`src/source/csr_pkg.sv`:
```
// CSR unit shared types
package csr_pkg;

    parameter int XLEN = 32;

    // RV32I with MXL set to 1
    parameter logic [XLEN-1:0] ISA_CODE = 32'h4000_0100;

    typedef enum logic [1:0] {
        CSR_NONE  = 2'd0,
        CSR_WRITE = 2'd1,
        CSR_SET   = 2'd2,
        CSR_CLEAR = 2'd3
    } csr_cmd_e;

    typedef enum logic [11:0] {
        MSTATUS  = 12'h300,
        MISA     = 12'h301,
        MIE      = 12'h304,
        MTVEC    = 12'h305,
        MSCRATCH = 12'h340,
        MEPC     = 12'h341,
        MCAUSE   = 12'h342,
        MTVAL    = 12'h343,
        MIP      = 12'h344,
        MHARTID  = 12'hF14
    } csr_addr_e;

    typedef enum logic [2:0] {
        LD_NONE = 3'd0,
        LD_B    = 3'd1,
        LD_BU   = 3'd2,
        LD_H    = 3'd3,
        LD_HU   = 3'd4,
        LD_W    = 3'd5
    } ld_type_e;

    typedef enum logic [1:0] {
        ST_NONE = 2'd0,
        ST_B    = 2'd1,
        ST_H    = 2'd2,
        ST_W    = 2'd3
    } st_type_e;

    typedef struct packed {
        logic ext;
        logic sw;
        logic tmr;
    } irq_vec_t;

    // One flag per trap source in priority order
    typedef struct packed {
        logic irq_ext;
        logic irq_sw;
        logic irq_tmr;
        logic ebreak;
        logic illegal;
        logic fetch_misalign;
        logic ecall;
        logic store_misalign;
        logic load_misalign;
    } trap_req_t;

    // --------------------------------------------------
    // mcause codes
    // --------------------------------------------------
    parameter logic [XLEN-1:0] CAUSE_IRQ_EXT        = 32'h8000_000B;
    parameter logic [XLEN-1:0] CAUSE_IRQ_SW         = 32'h8000_0003;
    parameter logic [XLEN-1:0] CAUSE_IRQ_TMR        = 32'h8000_0007;
    parameter logic [XLEN-1:0] CAUSE_BREAKPOINT     = 32'd3;
    parameter logic [XLEN-1:0] CAUSE_ILLEGAL        = 32'd2;
    parameter logic [XLEN-1:0] CAUSE_FETCH_MISALIGN = 32'd0;
    parameter logic [XLEN-1:0] CAUSE_ECALL_M        = 32'd11;
    parameter logic [XLEN-1:0] CAUSE_STORE_MISALIGN = 32'd6;
    parameter logic [XLEN-1:0] CAUSE_LOAD_MISALIGN  = 32'd4;

    parameter int MSTATUS_MIE_BIT  = 3;
    parameter int MSTATUS_MPIE_BIT = 7;
    parameter int MIE_EXT_BIT      = 11;
    parameter int MIE_SW_BIT       = 3;
    parameter int MIE_TMR_BIT      = 7;

endpackage

```
`src/source/trap_if.sv`:
```
// Selected trap bus
`timescale 1ns/10ps

interface trap_if;
    import csr_pkg::*;

    logic            take;   // Trap taken this cycle
    logic            mret;   // Only when no trap
    logic [XLEN-1:0] cause;
    logic [XLEN-1:0] epc;
    logic [XLEN-1:0] tval;

    // Arbiter side
    modport arbiter (
        output take,
        output mret,
        output cause,
        output epc,
        output tval
    );

    // Register file side
    modport commit (
        input take,
        input mret,
        input cause,
        input epc,
        input tval
    );

endinterface

```
`src/source/trap_detect.sv`:
```
// Trap source detection
`timescale 1ns/10ps

module trap_detect (
    input  csr_pkg::ld_type_e          ld_type,
    input  csr_pkg::st_type_e          st_type,
    input  logic [csr_pkg::XLEN-1:0]   ex_mem_addr,
    input  logic                       branch_taken,
    input  logic [csr_pkg::XLEN-1:0]   branch_target,
    input  logic                       illegal_instr,
    input  logic                       ecall,
    input  logic                       ebreak,
    input  csr_pkg::irq_vec_t          irq,
    input  logic                       mstatus_mie,
    input  csr_pkg::irq_vec_t          mie_en,
    output csr_pkg::trap_req_t         req,
    output logic                       wfi_wake
);
    import csr_pkg::*;

    logic ld_misalign;
    logic st_misalign;

    // --------------------------------------------------
    // Memory stage misalignment
    // --------------------------------------------------
    always_comb begin
        case (ld_type)
            LD_W:        ld_misalign = |ex_mem_addr[1:0];
            LD_H, LD_HU: ld_misalign = ex_mem_addr[0];
            default:     ld_misalign = 1'b0;   // Byte loads never fault
        endcase
    end

    always_comb begin
        case (st_type)
            ST_W:    st_misalign = |ex_mem_addr[1:0];
            ST_H:    st_misalign = ex_mem_addr[0];
            default: st_misalign = 1'b0;
        endcase
    end

    // Interrupts need both the local and the global enable
    assign req.irq_ext        = irq.ext & mie_en.ext & mstatus_mie;
    assign req.irq_sw         = irq.sw  & mie_en.sw  & mstatus_mie;
    assign req.irq_tmr        = irq.tmr & mie_en.tmr & mstatus_mie;
    assign req.ebreak         = ebreak;
    assign req.illegal        = illegal_instr;
    assign req.fetch_misalign = branch_taken & branch_target[0];
    assign req.ecall          = ecall;
    assign req.store_misalign = st_misalign;
    assign req.load_misalign  = ld_misalign;

    // WFI wakes even with MIE clear
    assign wfi_wake = (irq.ext & mie_en.ext) |
                      (irq.sw  & mie_en.sw)  |
                      (irq.tmr & mie_en.tmr);

endmodule

```
`src/source/trap_arbiter.sv`:
```
// Trap priority arbiter
`timescale 1ns/10ps

module trap_arbiter (
    input  csr_pkg::trap_req_t         req,
    input  logic                       mret,
    input  logic [csr_pkg::XLEN-1:0]   ex_mem_addr,
    input  logic [csr_pkg::XLEN-1:0]   ex_mem_pc,
    input  logic [csr_pkg::XLEN-1:0]   id_pc,
    input  logic [csr_pkg::XLEN-1:0]   branch_target,
    input  logic [csr_pkg::XLEN-1:0]   id_instr,
    trap_if.arbiter                    trap,
    output logic                       mem_flush
);
    import csr_pkg::*;

    logic [XLEN-1:0] sel_cause;
    logic [XLEN-1:0] sel_tval;
    logic            lsu_fault;   // Winner came from the memory stage
    logic            any_req;

    // --------------------------------------------------
    // Fixed priority select
    // --------------------------------------------------
    always_comb begin
        sel_cause = '0;
        sel_tval  = '0;
        lsu_fault = 1'b0;
        if (req.irq_ext) begin
            sel_cause = CAUSE_IRQ_EXT;
        end else if (req.irq_sw) begin
            sel_cause = CAUSE_IRQ_SW;
        end else if (req.irq_tmr) begin
            sel_cause = CAUSE_IRQ_TMR;
        end else if (req.ebreak) begin
            sel_cause = CAUSE_BREAKPOINT;
        end else if (req.illegal) begin
            sel_cause = CAUSE_ILLEGAL;
            sel_tval  = id_instr;        // Faulting instruction word
        end else if (req.fetch_misalign) begin
            sel_cause = CAUSE_FETCH_MISALIGN;
            sel_tval  = branch_target;
        end else if (req.ecall) begin
            sel_cause = CAUSE_ECALL_M;
        end else if (req.store_misalign) begin
            sel_cause = CAUSE_STORE_MISALIGN;
            sel_tval  = ex_mem_addr;
            lsu_fault = 1'b1;
        end else if (req.load_misalign) begin
            sel_cause = CAUSE_LOAD_MISALIGN;
            sel_tval  = ex_mem_addr;
            lsu_fault = 1'b1;
        end
    end

    assign any_req = |req;

    assign trap.take  = any_req;
    assign trap.mret  = mret & ~any_req;   // Trap wins
    assign trap.cause = sel_cause;
    assign trap.epc   = lsu_fault ? ex_mem_pc : id_pc;
    assign trap.tval  = sel_tval;

    // Kill the access still sitting in EX/MEM
    assign mem_flush = any_req & lsu_fault;

endmodule

```
`src/source/csr_file.sv`:
```
// Machine-mode CSR register file
`timescale 1ns/10ps

module csr_file #(
    parameter int unsigned HART_ID = 0
) (
    input  logic                       clk,
    input  logic                       rst_n,
    trap_if.commit                     trap,
    input  csr_pkg::csr_cmd_e          csr_cmd,
    input  logic [11:0]                csr_addr,
    input  logic                       csr_use_zimm,
    input  logic [4:0]                 csr_zimm,
    input  logic [csr_pkg::XLEN-1:0]   rs1_data,
    input  csr_pkg::irq_vec_t          irq,
    output logic [csr_pkg::XLEN-1:0]   csr_rd_data,
    output logic                       redirect,
    output logic [csr_pkg::XLEN-1:0]   redirect_pc,
    output logic                       mstatus_mie,
    output csr_pkg::irq_vec_t          mie_en
);
    import csr_pkg::*;

    // Architectural state
    logic            mstatus_mie_q;
    logic            mstatus_mpie_q;
    irq_vec_t        mie_q;
    logic [XLEN-1:0] mtvec_q;
    logic [XLEN-1:0] mepc_q;
    logic [XLEN-1:0] mcause_q;
    logic [XLEN-1:0] mtval_q;
    logic [XLEN-1:0] mscratch_q;

    logic [XLEN-1:0] mstatus_rd;
    logic [XLEN-1:0] mie_rd;
    logic [XLEN-1:0] mip_rd;
    logic [XLEN-1:0] csr_cur;     // Current value at csr_addr
    logic [XLEN-1:0] operand;
    logic [XLEN-1:0] wr_data;
    logic            wr_en;

    // --------------------------------------------------
    // Read path
    // --------------------------------------------------
    always_comb begin
        mstatus_rd                   = '0;
        mstatus_rd[MSTATUS_MIE_BIT]  = mstatus_mie_q;
        mstatus_rd[MSTATUS_MPIE_BIT] = mstatus_mpie_q;
        mie_rd                       = '0;
        mie_rd[MIE_EXT_BIT]          = mie_q.ext;
        mie_rd[MIE_SW_BIT]           = mie_q.sw;
        mie_rd[MIE_TMR_BIT]          = mie_q.tmr;
        mip_rd                       = '0;   // Live pending inputs
        mip_rd[MIE_EXT_BIT]          = irq.ext;
        mip_rd[MIE_SW_BIT]           = irq.sw;
        mip_rd[MIE_TMR_BIT]          = irq.tmr;
    end

    always_comb begin
        case (csr_addr)
            MSTATUS:  csr_cur = mstatus_rd;
            MISA:     csr_cur = ISA_CODE;
            MIE:      csr_cur = mie_rd;
            MTVEC:    csr_cur = mtvec_q;
            MSCRATCH: csr_cur = mscratch_q;
            MEPC:     csr_cur = mepc_q;
            MCAUSE:   csr_cur = mcause_q;
            MTVAL:    csr_cur = mtval_q;
            MIP:      csr_cur = mip_rd;
            MHARTID:  csr_cur = XLEN'(HART_ID);
            default:  csr_cur = '0;
        endcase
    end

    assign csr_rd_data = (csr_cmd != CSR_NONE) ? csr_cur : '0;

    // --------------------------------------------------
    // Write data
    // --------------------------------------------------
    assign operand = csr_use_zimm ? {{(XLEN-5){1'b0}}, csr_zimm} : rs1_data;

    always_comb begin
        case (csr_cmd)
            CSR_WRITE: wr_data = operand;
            CSR_SET:   wr_data = csr_cur | operand;
            CSR_CLEAR: wr_data = csr_cur & ~operand;
            default:   wr_data = csr_cur;
        endcase
    end

    // Set and clear with a zero operand are read only
    assign wr_en = (csr_cmd == CSR_WRITE) |
                   (((csr_cmd == CSR_SET) | (csr_cmd == CSR_CLEAR)) & (|operand));

    // --------------------------------------------------
    // A trap beats a CSR write to the trap record
    // --------------------------------------------------
    always_ff @(posedge clk or negedge rst_n) begin
        if (!rst_n) begin
            mepc_q   <= '0;
            mcause_q <= '0;
            mtval_q  <= '0;
        end else if (trap.take) begin
            mepc_q   <= trap.epc;
            mcause_q <= trap.cause;
            mtval_q  <= trap.tval;
        end else if (wr_en) begin
            if (csr_addr == MEPC)
                mepc_q <= wr_data;
            if (csr_addr == MCAUSE)
                mcause_q <= wr_data;
            if (csr_addr == MTVAL)
                mtval_q <= wr_data;
        end
    end

    // MIE/MPIE stack
    always_ff @(posedge clk or negedge rst_n) begin
        if (!rst_n) begin
            mstatus_mie_q  <= 1'b0;
            mstatus_mpie_q <= 1'b0;
        end else if (trap.take) begin
            mstatus_mpie_q <= mstatus_mie_q;
            mstatus_mie_q  <= 1'b0;
        end else if (trap.mret) begin
            mstatus_mie_q  <= mstatus_mpie_q;
            mstatus_mpie_q <= 1'b1;
        end else if (wr_en && csr_addr == MSTATUS) begin
            mstatus_mie_q  <= wr_data[MSTATUS_MIE_BIT];
            mstatus_mpie_q <= wr_data[MSTATUS_MPIE_BIT];
        end
    end

    // Software-only registers
    always_ff @(posedge clk or negedge rst_n) begin
        if (!rst_n) begin
            mie_q      <= '0;
            mtvec_q    <= '0;
            mscratch_q <= '0;
        end else if (wr_en) begin
            if (csr_addr == MIE) begin
                mie_q.ext <= wr_data[MIE_EXT_BIT];
                mie_q.sw  <= wr_data[MIE_SW_BIT];
                mie_q.tmr <= wr_data[MIE_TMR_BIT];
            end
            if (csr_addr == MTVEC)
                mtvec_q <= {wr_data[XLEN-1:2], 2'b00};   // Direct mode only
            if (csr_addr == MSCRATCH)
                mscratch_q <= wr_data;
        end
    end

    // --------------------------------------------------
    // Redirect and status to detect stage
    // --------------------------------------------------
    assign redirect    = trap.take | trap.mret;
    assign redirect_pc = trap.take ? {mtvec_q[XLEN-1:2], 2'b00} : mepc_q;

    assign mstatus_mie = mstatus_mie_q;
    assign mie_en      = mie_q;

endmodule

```
`src/source/csr_unit.sv`:
```
// CSR unit top level
`timescale 1ns/10ps

module csr_unit #(
    parameter int unsigned HART_ID = 0
) (
    input  logic                       clk,
    input  logic                       rst_n,
    input  logic                       irq_ext,
    input  logic                       irq_sw,
    input  logic                       irq_tmr,
    input  logic [csr_pkg::XLEN-1:0]   ex_mem_addr,
    input  csr_pkg::ld_type_e          ex_mem_ld_type,
    input  csr_pkg::st_type_e          ex_mem_st_type,
    input  logic [csr_pkg::XLEN-1:0]   ex_mem_pc,
    input  logic                       branch_taken,
    input  logic [csr_pkg::XLEN-1:0]   branch_target,
    input  logic [csr_pkg::XLEN-1:0]   id_pc,
    input  logic [csr_pkg::XLEN-1:0]   id_instr,
    input  logic                       illegal_instr,
    input  logic                       ecall,
    input  logic                       ebreak,
    input  logic                       mret,
    input  csr_pkg::csr_cmd_e          csr_cmd,
    input  logic [11:0]                csr_addr,
    input  logic                       csr_use_zimm,
    input  logic [4:0]                 csr_zimm,
    input  logic [csr_pkg::XLEN-1:0]   rs1_data,
    output logic [csr_pkg::XLEN-1:0]   csr_rd_data,
    output logic                       redirect,
    output logic [csr_pkg::XLEN-1:0]   redirect_pc,
    output logic                       mem_flush,
    output logic                       wfi_wake
);
    import csr_pkg::*;

    irq_vec_t  irq;
    trap_req_t req;          // Detect to arbitrate
    logic      mstatus_mie;  // Fed back from the register file
    irq_vec_t  mie_en;

    assign irq.ext = irq_ext;
    assign irq.sw  = irq_sw;
    assign irq.tmr = irq_tmr;

    trap_if trap_bus ();

    // --------------------------------------------------
    // Detect, arbitrate, commit
    // --------------------------------------------------
    trap_detect u_trap_detect (
        .ld_type       (ex_mem_ld_type),
        .st_type       (ex_mem_st_type),
        .ex_mem_addr   (ex_mem_addr),
        .branch_taken  (branch_taken),
        .branch_target (branch_target),
        .illegal_instr (illegal_instr),
        .ecall         (ecall),
        .ebreak        (ebreak),
        .irq           (irq),
        .mstatus_mie   (mstatus_mie),
        .mie_en        (mie_en),
        .req           (req),
        .wfi_wake      (wfi_wake)
    );

    trap_arbiter u_trap_arbiter (
        .req           (req),
        .mret          (mret),
        .ex_mem_addr   (ex_mem_addr),
        .ex_mem_pc     (ex_mem_pc),
        .id_pc         (id_pc),
        .branch_target (branch_target),
        .id_instr      (id_instr),
        .trap          (trap_bus.arbiter),
        .mem_flush     (mem_flush)
    );

    csr_file #(
        .HART_ID (HART_ID)
    ) u_csr_file (
        .clk          (clk),
        .rst_n        (rst_n),
        .trap         (trap_bus.commit),
        .csr_cmd      (csr_cmd),
        .csr_addr     (csr_addr),
        .csr_use_zimm (csr_use_zimm),
        .csr_zimm     (csr_zimm),
        .rs1_data     (rs1_data),
        .irq          (irq),
        .csr_rd_data  (csr_rd_data),
        .redirect     (redirect),
        .redirect_pc  (redirect_pc),
        .mstatus_mie  (mstatus_mie),
        .mie_en       (mie_en)
    );

endmodule

```
`config.mk`:
```
export PLATFORM = sky130hd
export DESIGN_NAME = csr_unit
export DESIGN_NICKNAME = d
export VERILOG_FILES = /design/src/source/csr_pkg.sv /design/src/source/trap_if.sv /design/src/source/trap_detect.sv /design/src/source/trap_arbiter.sv /design/src/source/csr_file.sv /design/src/source/csr_unit.sv
export SDC_FILE = /design/constraint.sdc
export NUM_CORES = 1
export LEC_CHECK = 0
export ABC_AREA = 1
export BUFFER_PORTS_ARGS = -buffer_cell sky130_fd_sc_hd__buf_2
export CAP_MARGIN = 20
export CORE_UTILIZATION = 42
export CTS_CLUSTER_DIAMETER = 80
export DETAILED_ROUTE_END_ITERATION = 16
export PLACE_DENSITY = 0.66
export SYNTH_ARGS = -nofsm -noshare
export SYNTH_HDL_FRONTEND = slang
export SYNTH_SLANG_ARGS = --single-unit
```
`constraint.sdc`:
```
create_clock -name clk -period 2 [get_ports clk]
set_input_delay 0.1 -clock clk [delete_from_list [all_inputs] [get_ports clk]]
set_output_delay 0.1 -clock clk [all_outputs]
set_load 0.02 [all_outputs]
```
==> results.cfg <==
[min_path]
holdPathEnd = u_csr_file.mepc_q[19]$_DFFE_PN0P_
hold_class = in2reg
holdCritStartpoint = id_pc[19]
min_delay_path_depth = 4

[setup_path]
rr_endpoint = u_csr_file.mepc_q[8]$_DFFE_PN0P_
reg2reg_from = u_csr_file.mstatus_mie$_DFFE_PN0P_
path_max_fanout = 6
critPathArrivalTime_ps = 2040
crit_required_ps = 1900
r2r_slack_ps = 50
cp-start-kind = flop
reg2reg_depth = 11
end_kind = primary output
worstSetupPathType = reg2out

[global_routing]
grt_pass1_wl_um = 74460
grt-ovfl-total = 0
grt.total_usage_pct = 35.12
grt_max_degree = 64
antenna_found_initial = 0
grt_pass1_vias = 12821

[final_layout]
area_growth_pct = 39.07
drive_gt1_share_pct = 25.79
n_antenna_cell = 0
nets = 2490
final_cell_area_um2 = 15910
fin_cells = 2617

[logic_synthesis]
synth_area_per_cell_um2 = 6.099
yosys.area.top_type_share_pct = 35.65
synth-seq-cells = 163
netlist_instances = 1876
yosysTopAreaCell = dfrtp_1
synth_edf_count = 0
ys.flop_type = dfrtp_1
synth.distinct_cells = 30
yosysSeqAreaShare_pct = 35.65
syn_area_um2 = 11440
synthTopCellsByArea = dfrtp_1 36%, nand2_1 25%, nand3_1 9.3%
async_flop_share_pct = 100.0
syn_nets = 2103
ys_warn_count = 0

[pwr]
pwr_density_cell_nw_per_um2 = 533.4
power_mw = 8.487
ir_worst_vdd_mv = 0.5867
p_leak_nw = 8.775

[die]
dieWidth_um = 167.0
core_um2 = 26800
std_cell_rows = 60
die_y_um = 167.0
dieArea_um2 = 27900
initial_core_util_pct = 42.69
ios = 294

[sta]
fin_crit_ps = 2142
report.final.slew_viol_count = 0
clock-skew-final_ps = 15.57
fin_crit_sh_pct = 107.1
relSlewSlack_pct = 64.16
tightest_slew_ps = 537.7
rsz0062_at_grt = true
fmax_mhz = 466.9
layout_setup_ws_ps = -141.9
setup_viol = 26
hold_violations = 0

[route]
route.detailed.drc = 0
vias = 14117
totalWireLength_um = 50030
firstDrtPassIters = 6
ant_nets = 0
viasPerCell = 5.394
drtIter0Drc = 1857
wl_per_cell_um = 19.12

[clock_tree]
h-tree-depth = 4
cts_tree = done
clockBufferDepth = 2
cts_root_buf = clkbuf_16
cts_sinks = 163
cts_buffers = 17
clk_pin_slew_ps = 80
clk_latency_ps = 450

[status]
violations = setup timing
status = finished, violations left

[placement]
globalplace.congestion = 0.9940
dp_hpwl_um = 37180
dp_cells = 2546
port_buffers = 293
preCtsSetupSlack_ps = -175.4
place_area_um2 = 14230

[flow_run]
drv_cap = 0
==> sequential cells by signal, summed over array words and instances (netlist names) <==
signal / count
u_csr_file.mie_en: 3
u_csr_file.mtvec_q: 30
u_csr_file.mstatus_mpie_q: 1
u_csr_file.mscratch_q: 32
u_csr_file.mcause_q: 32
u_csr_file.mepc_q: 32
u_csr_file.mstatus_mie: 1
u_csr_file.mtval_q: 32
==> cell usage after synthesis, drive strengths merged (7+ instances only) <==
library cell / instances
nand2: 778
nand3: 217
nor2: 204
dfrtp: 163
inv: 156
o21ai: 138
a21oi: 55
clkbuf: 53
buf: 51
a31oi: 19
a22o: 17
nand4: 7
==> metrics by stage <==
stage               utilization, %  hold slack (ps)  TNS [ps]
global placement             53.10            19.66     -4833
floorplan                        -           -195.6         0
global route                 59.37            10.81     -3634
CTS                          58.25            2.106     -2000
finish                       59.37            1.375     -1954
detailed placement           53.10            17.48    -12630
==> routing by layer <==
layer	wire (um)	vias to the layer above	track usage, %	share of wire, %
met3	5920	94	7.842	12
li1	-	6710	-	-
met4	1530	0	12.04	3.1
met1	21740	6399	51.71	43
met2	20840	914	50.12	42
met5	0	-	0	0
==> where the power goes <==
group | leakage [nW] | internal, mW | switching (mW) | total [mW]
sequential | 2.10 | 3.42 | 0.125 | 3.54
combinational | 6.37 | 0.601 | 0.903 | 1.50
clock | 0.298 | 1.72 | 1.72 | 3.44
==> cell families (layout without fill, tap and decap cells) <==
family	after synthesis	in the layout	share of synthesized area, %
simple gates	1214	1214	43.41
buf+inv	266	666	9.897
compound gates	233	233	11.05
flops	163	163	35.65
==> layout make-up <==
cell class | instances | area [um^2]
clock buffers | 17 | 425.4
clock inverters | 15 | 202.7
fillers | 2620 | 10890
inverters | 162 | 615.6
multi-input cells | 1447 | 6574
flip-flops and latches | 163 | 4080
well taps | 341 | 426.7
repair buffers | 472 | 3587
==> layout by cell type (no fill, tap or decap), types with 3 or more instances in the layout <==
master and count:
a31oi_1 19, a21oi_2 5, nand3_2 5, nand2_1 742, o21ai_4 6, inv_1 147
a21oi_1 50, nor2_1 189, clkbuf_16 19, o21ai_0 101, buf_16 3, a22o_1 17
inv_2 8, nor2_4 8, buf_4 137, dfrtp_1 162, clkinv_1 4, dlygate4sd3_1 13
o21bai_1 4, nand4_1 7, bufbuf_16 4, o21ai_1 23, nand2_4 12, nand2_2 24
nand3_4 4, buf_2 257, buf_12 28, buf_6 27, o21ai_2 8, nand3_1 208
nor2_2 5, clkinv_8 7, or2_2 5
==> worst max path at each step <==
stage / start / end / slack, ps / cells past startpoint
2_1_floorplan: u_csr_file.mstatus_mie$_DFFE_PN0P_ / redirect_pc[13] / 60 / 7
3_3_place_gp: csr_use_zimm / u_csr_file.mtval_q[8]$_DFFE_PN0P_ / -100 / 12
3_5_place_dp: csr_use_zimm / u_csr_file.mcause_q[27]$_DFFE_PN0P_ / -180 / 13
4_1_cts: u_csr_file.mstatus_mie$_DFFE_PN0P_ / mem_flush / -130 / 7
5_1_grt: u_csr_file.mstatus_mie$_DFFE_PN0P_ / redirect_pc[21] / -190 / 11
6_report: u_csr_file.mstatus_mie$_DFFE_PN0P_ / redirect_pc[21] / -140 / 11
==> critical path, cell delays in order, from the launching register on <==
cell	delay (ps)
dfrtp_2	470
nand3_4	130
nand3_4	90
nor2_4	110
nand2_4	80
clkinv_4	110
buf_12	140
buf_12	110
nand2_4	40
o21ai_2	50
buf_4	140
buf_6	110
==> what timing repair did <==
item                       CTS  global route
hold buffers                13             0
setup endpoints to repair   35            93
pin swaps                    7             7
gates resized for setup    124            46
hold endpoints to repair   172             0
buffers inserted            11             9
gates cloned                 6             2
(Power assumes the default switching activity.)
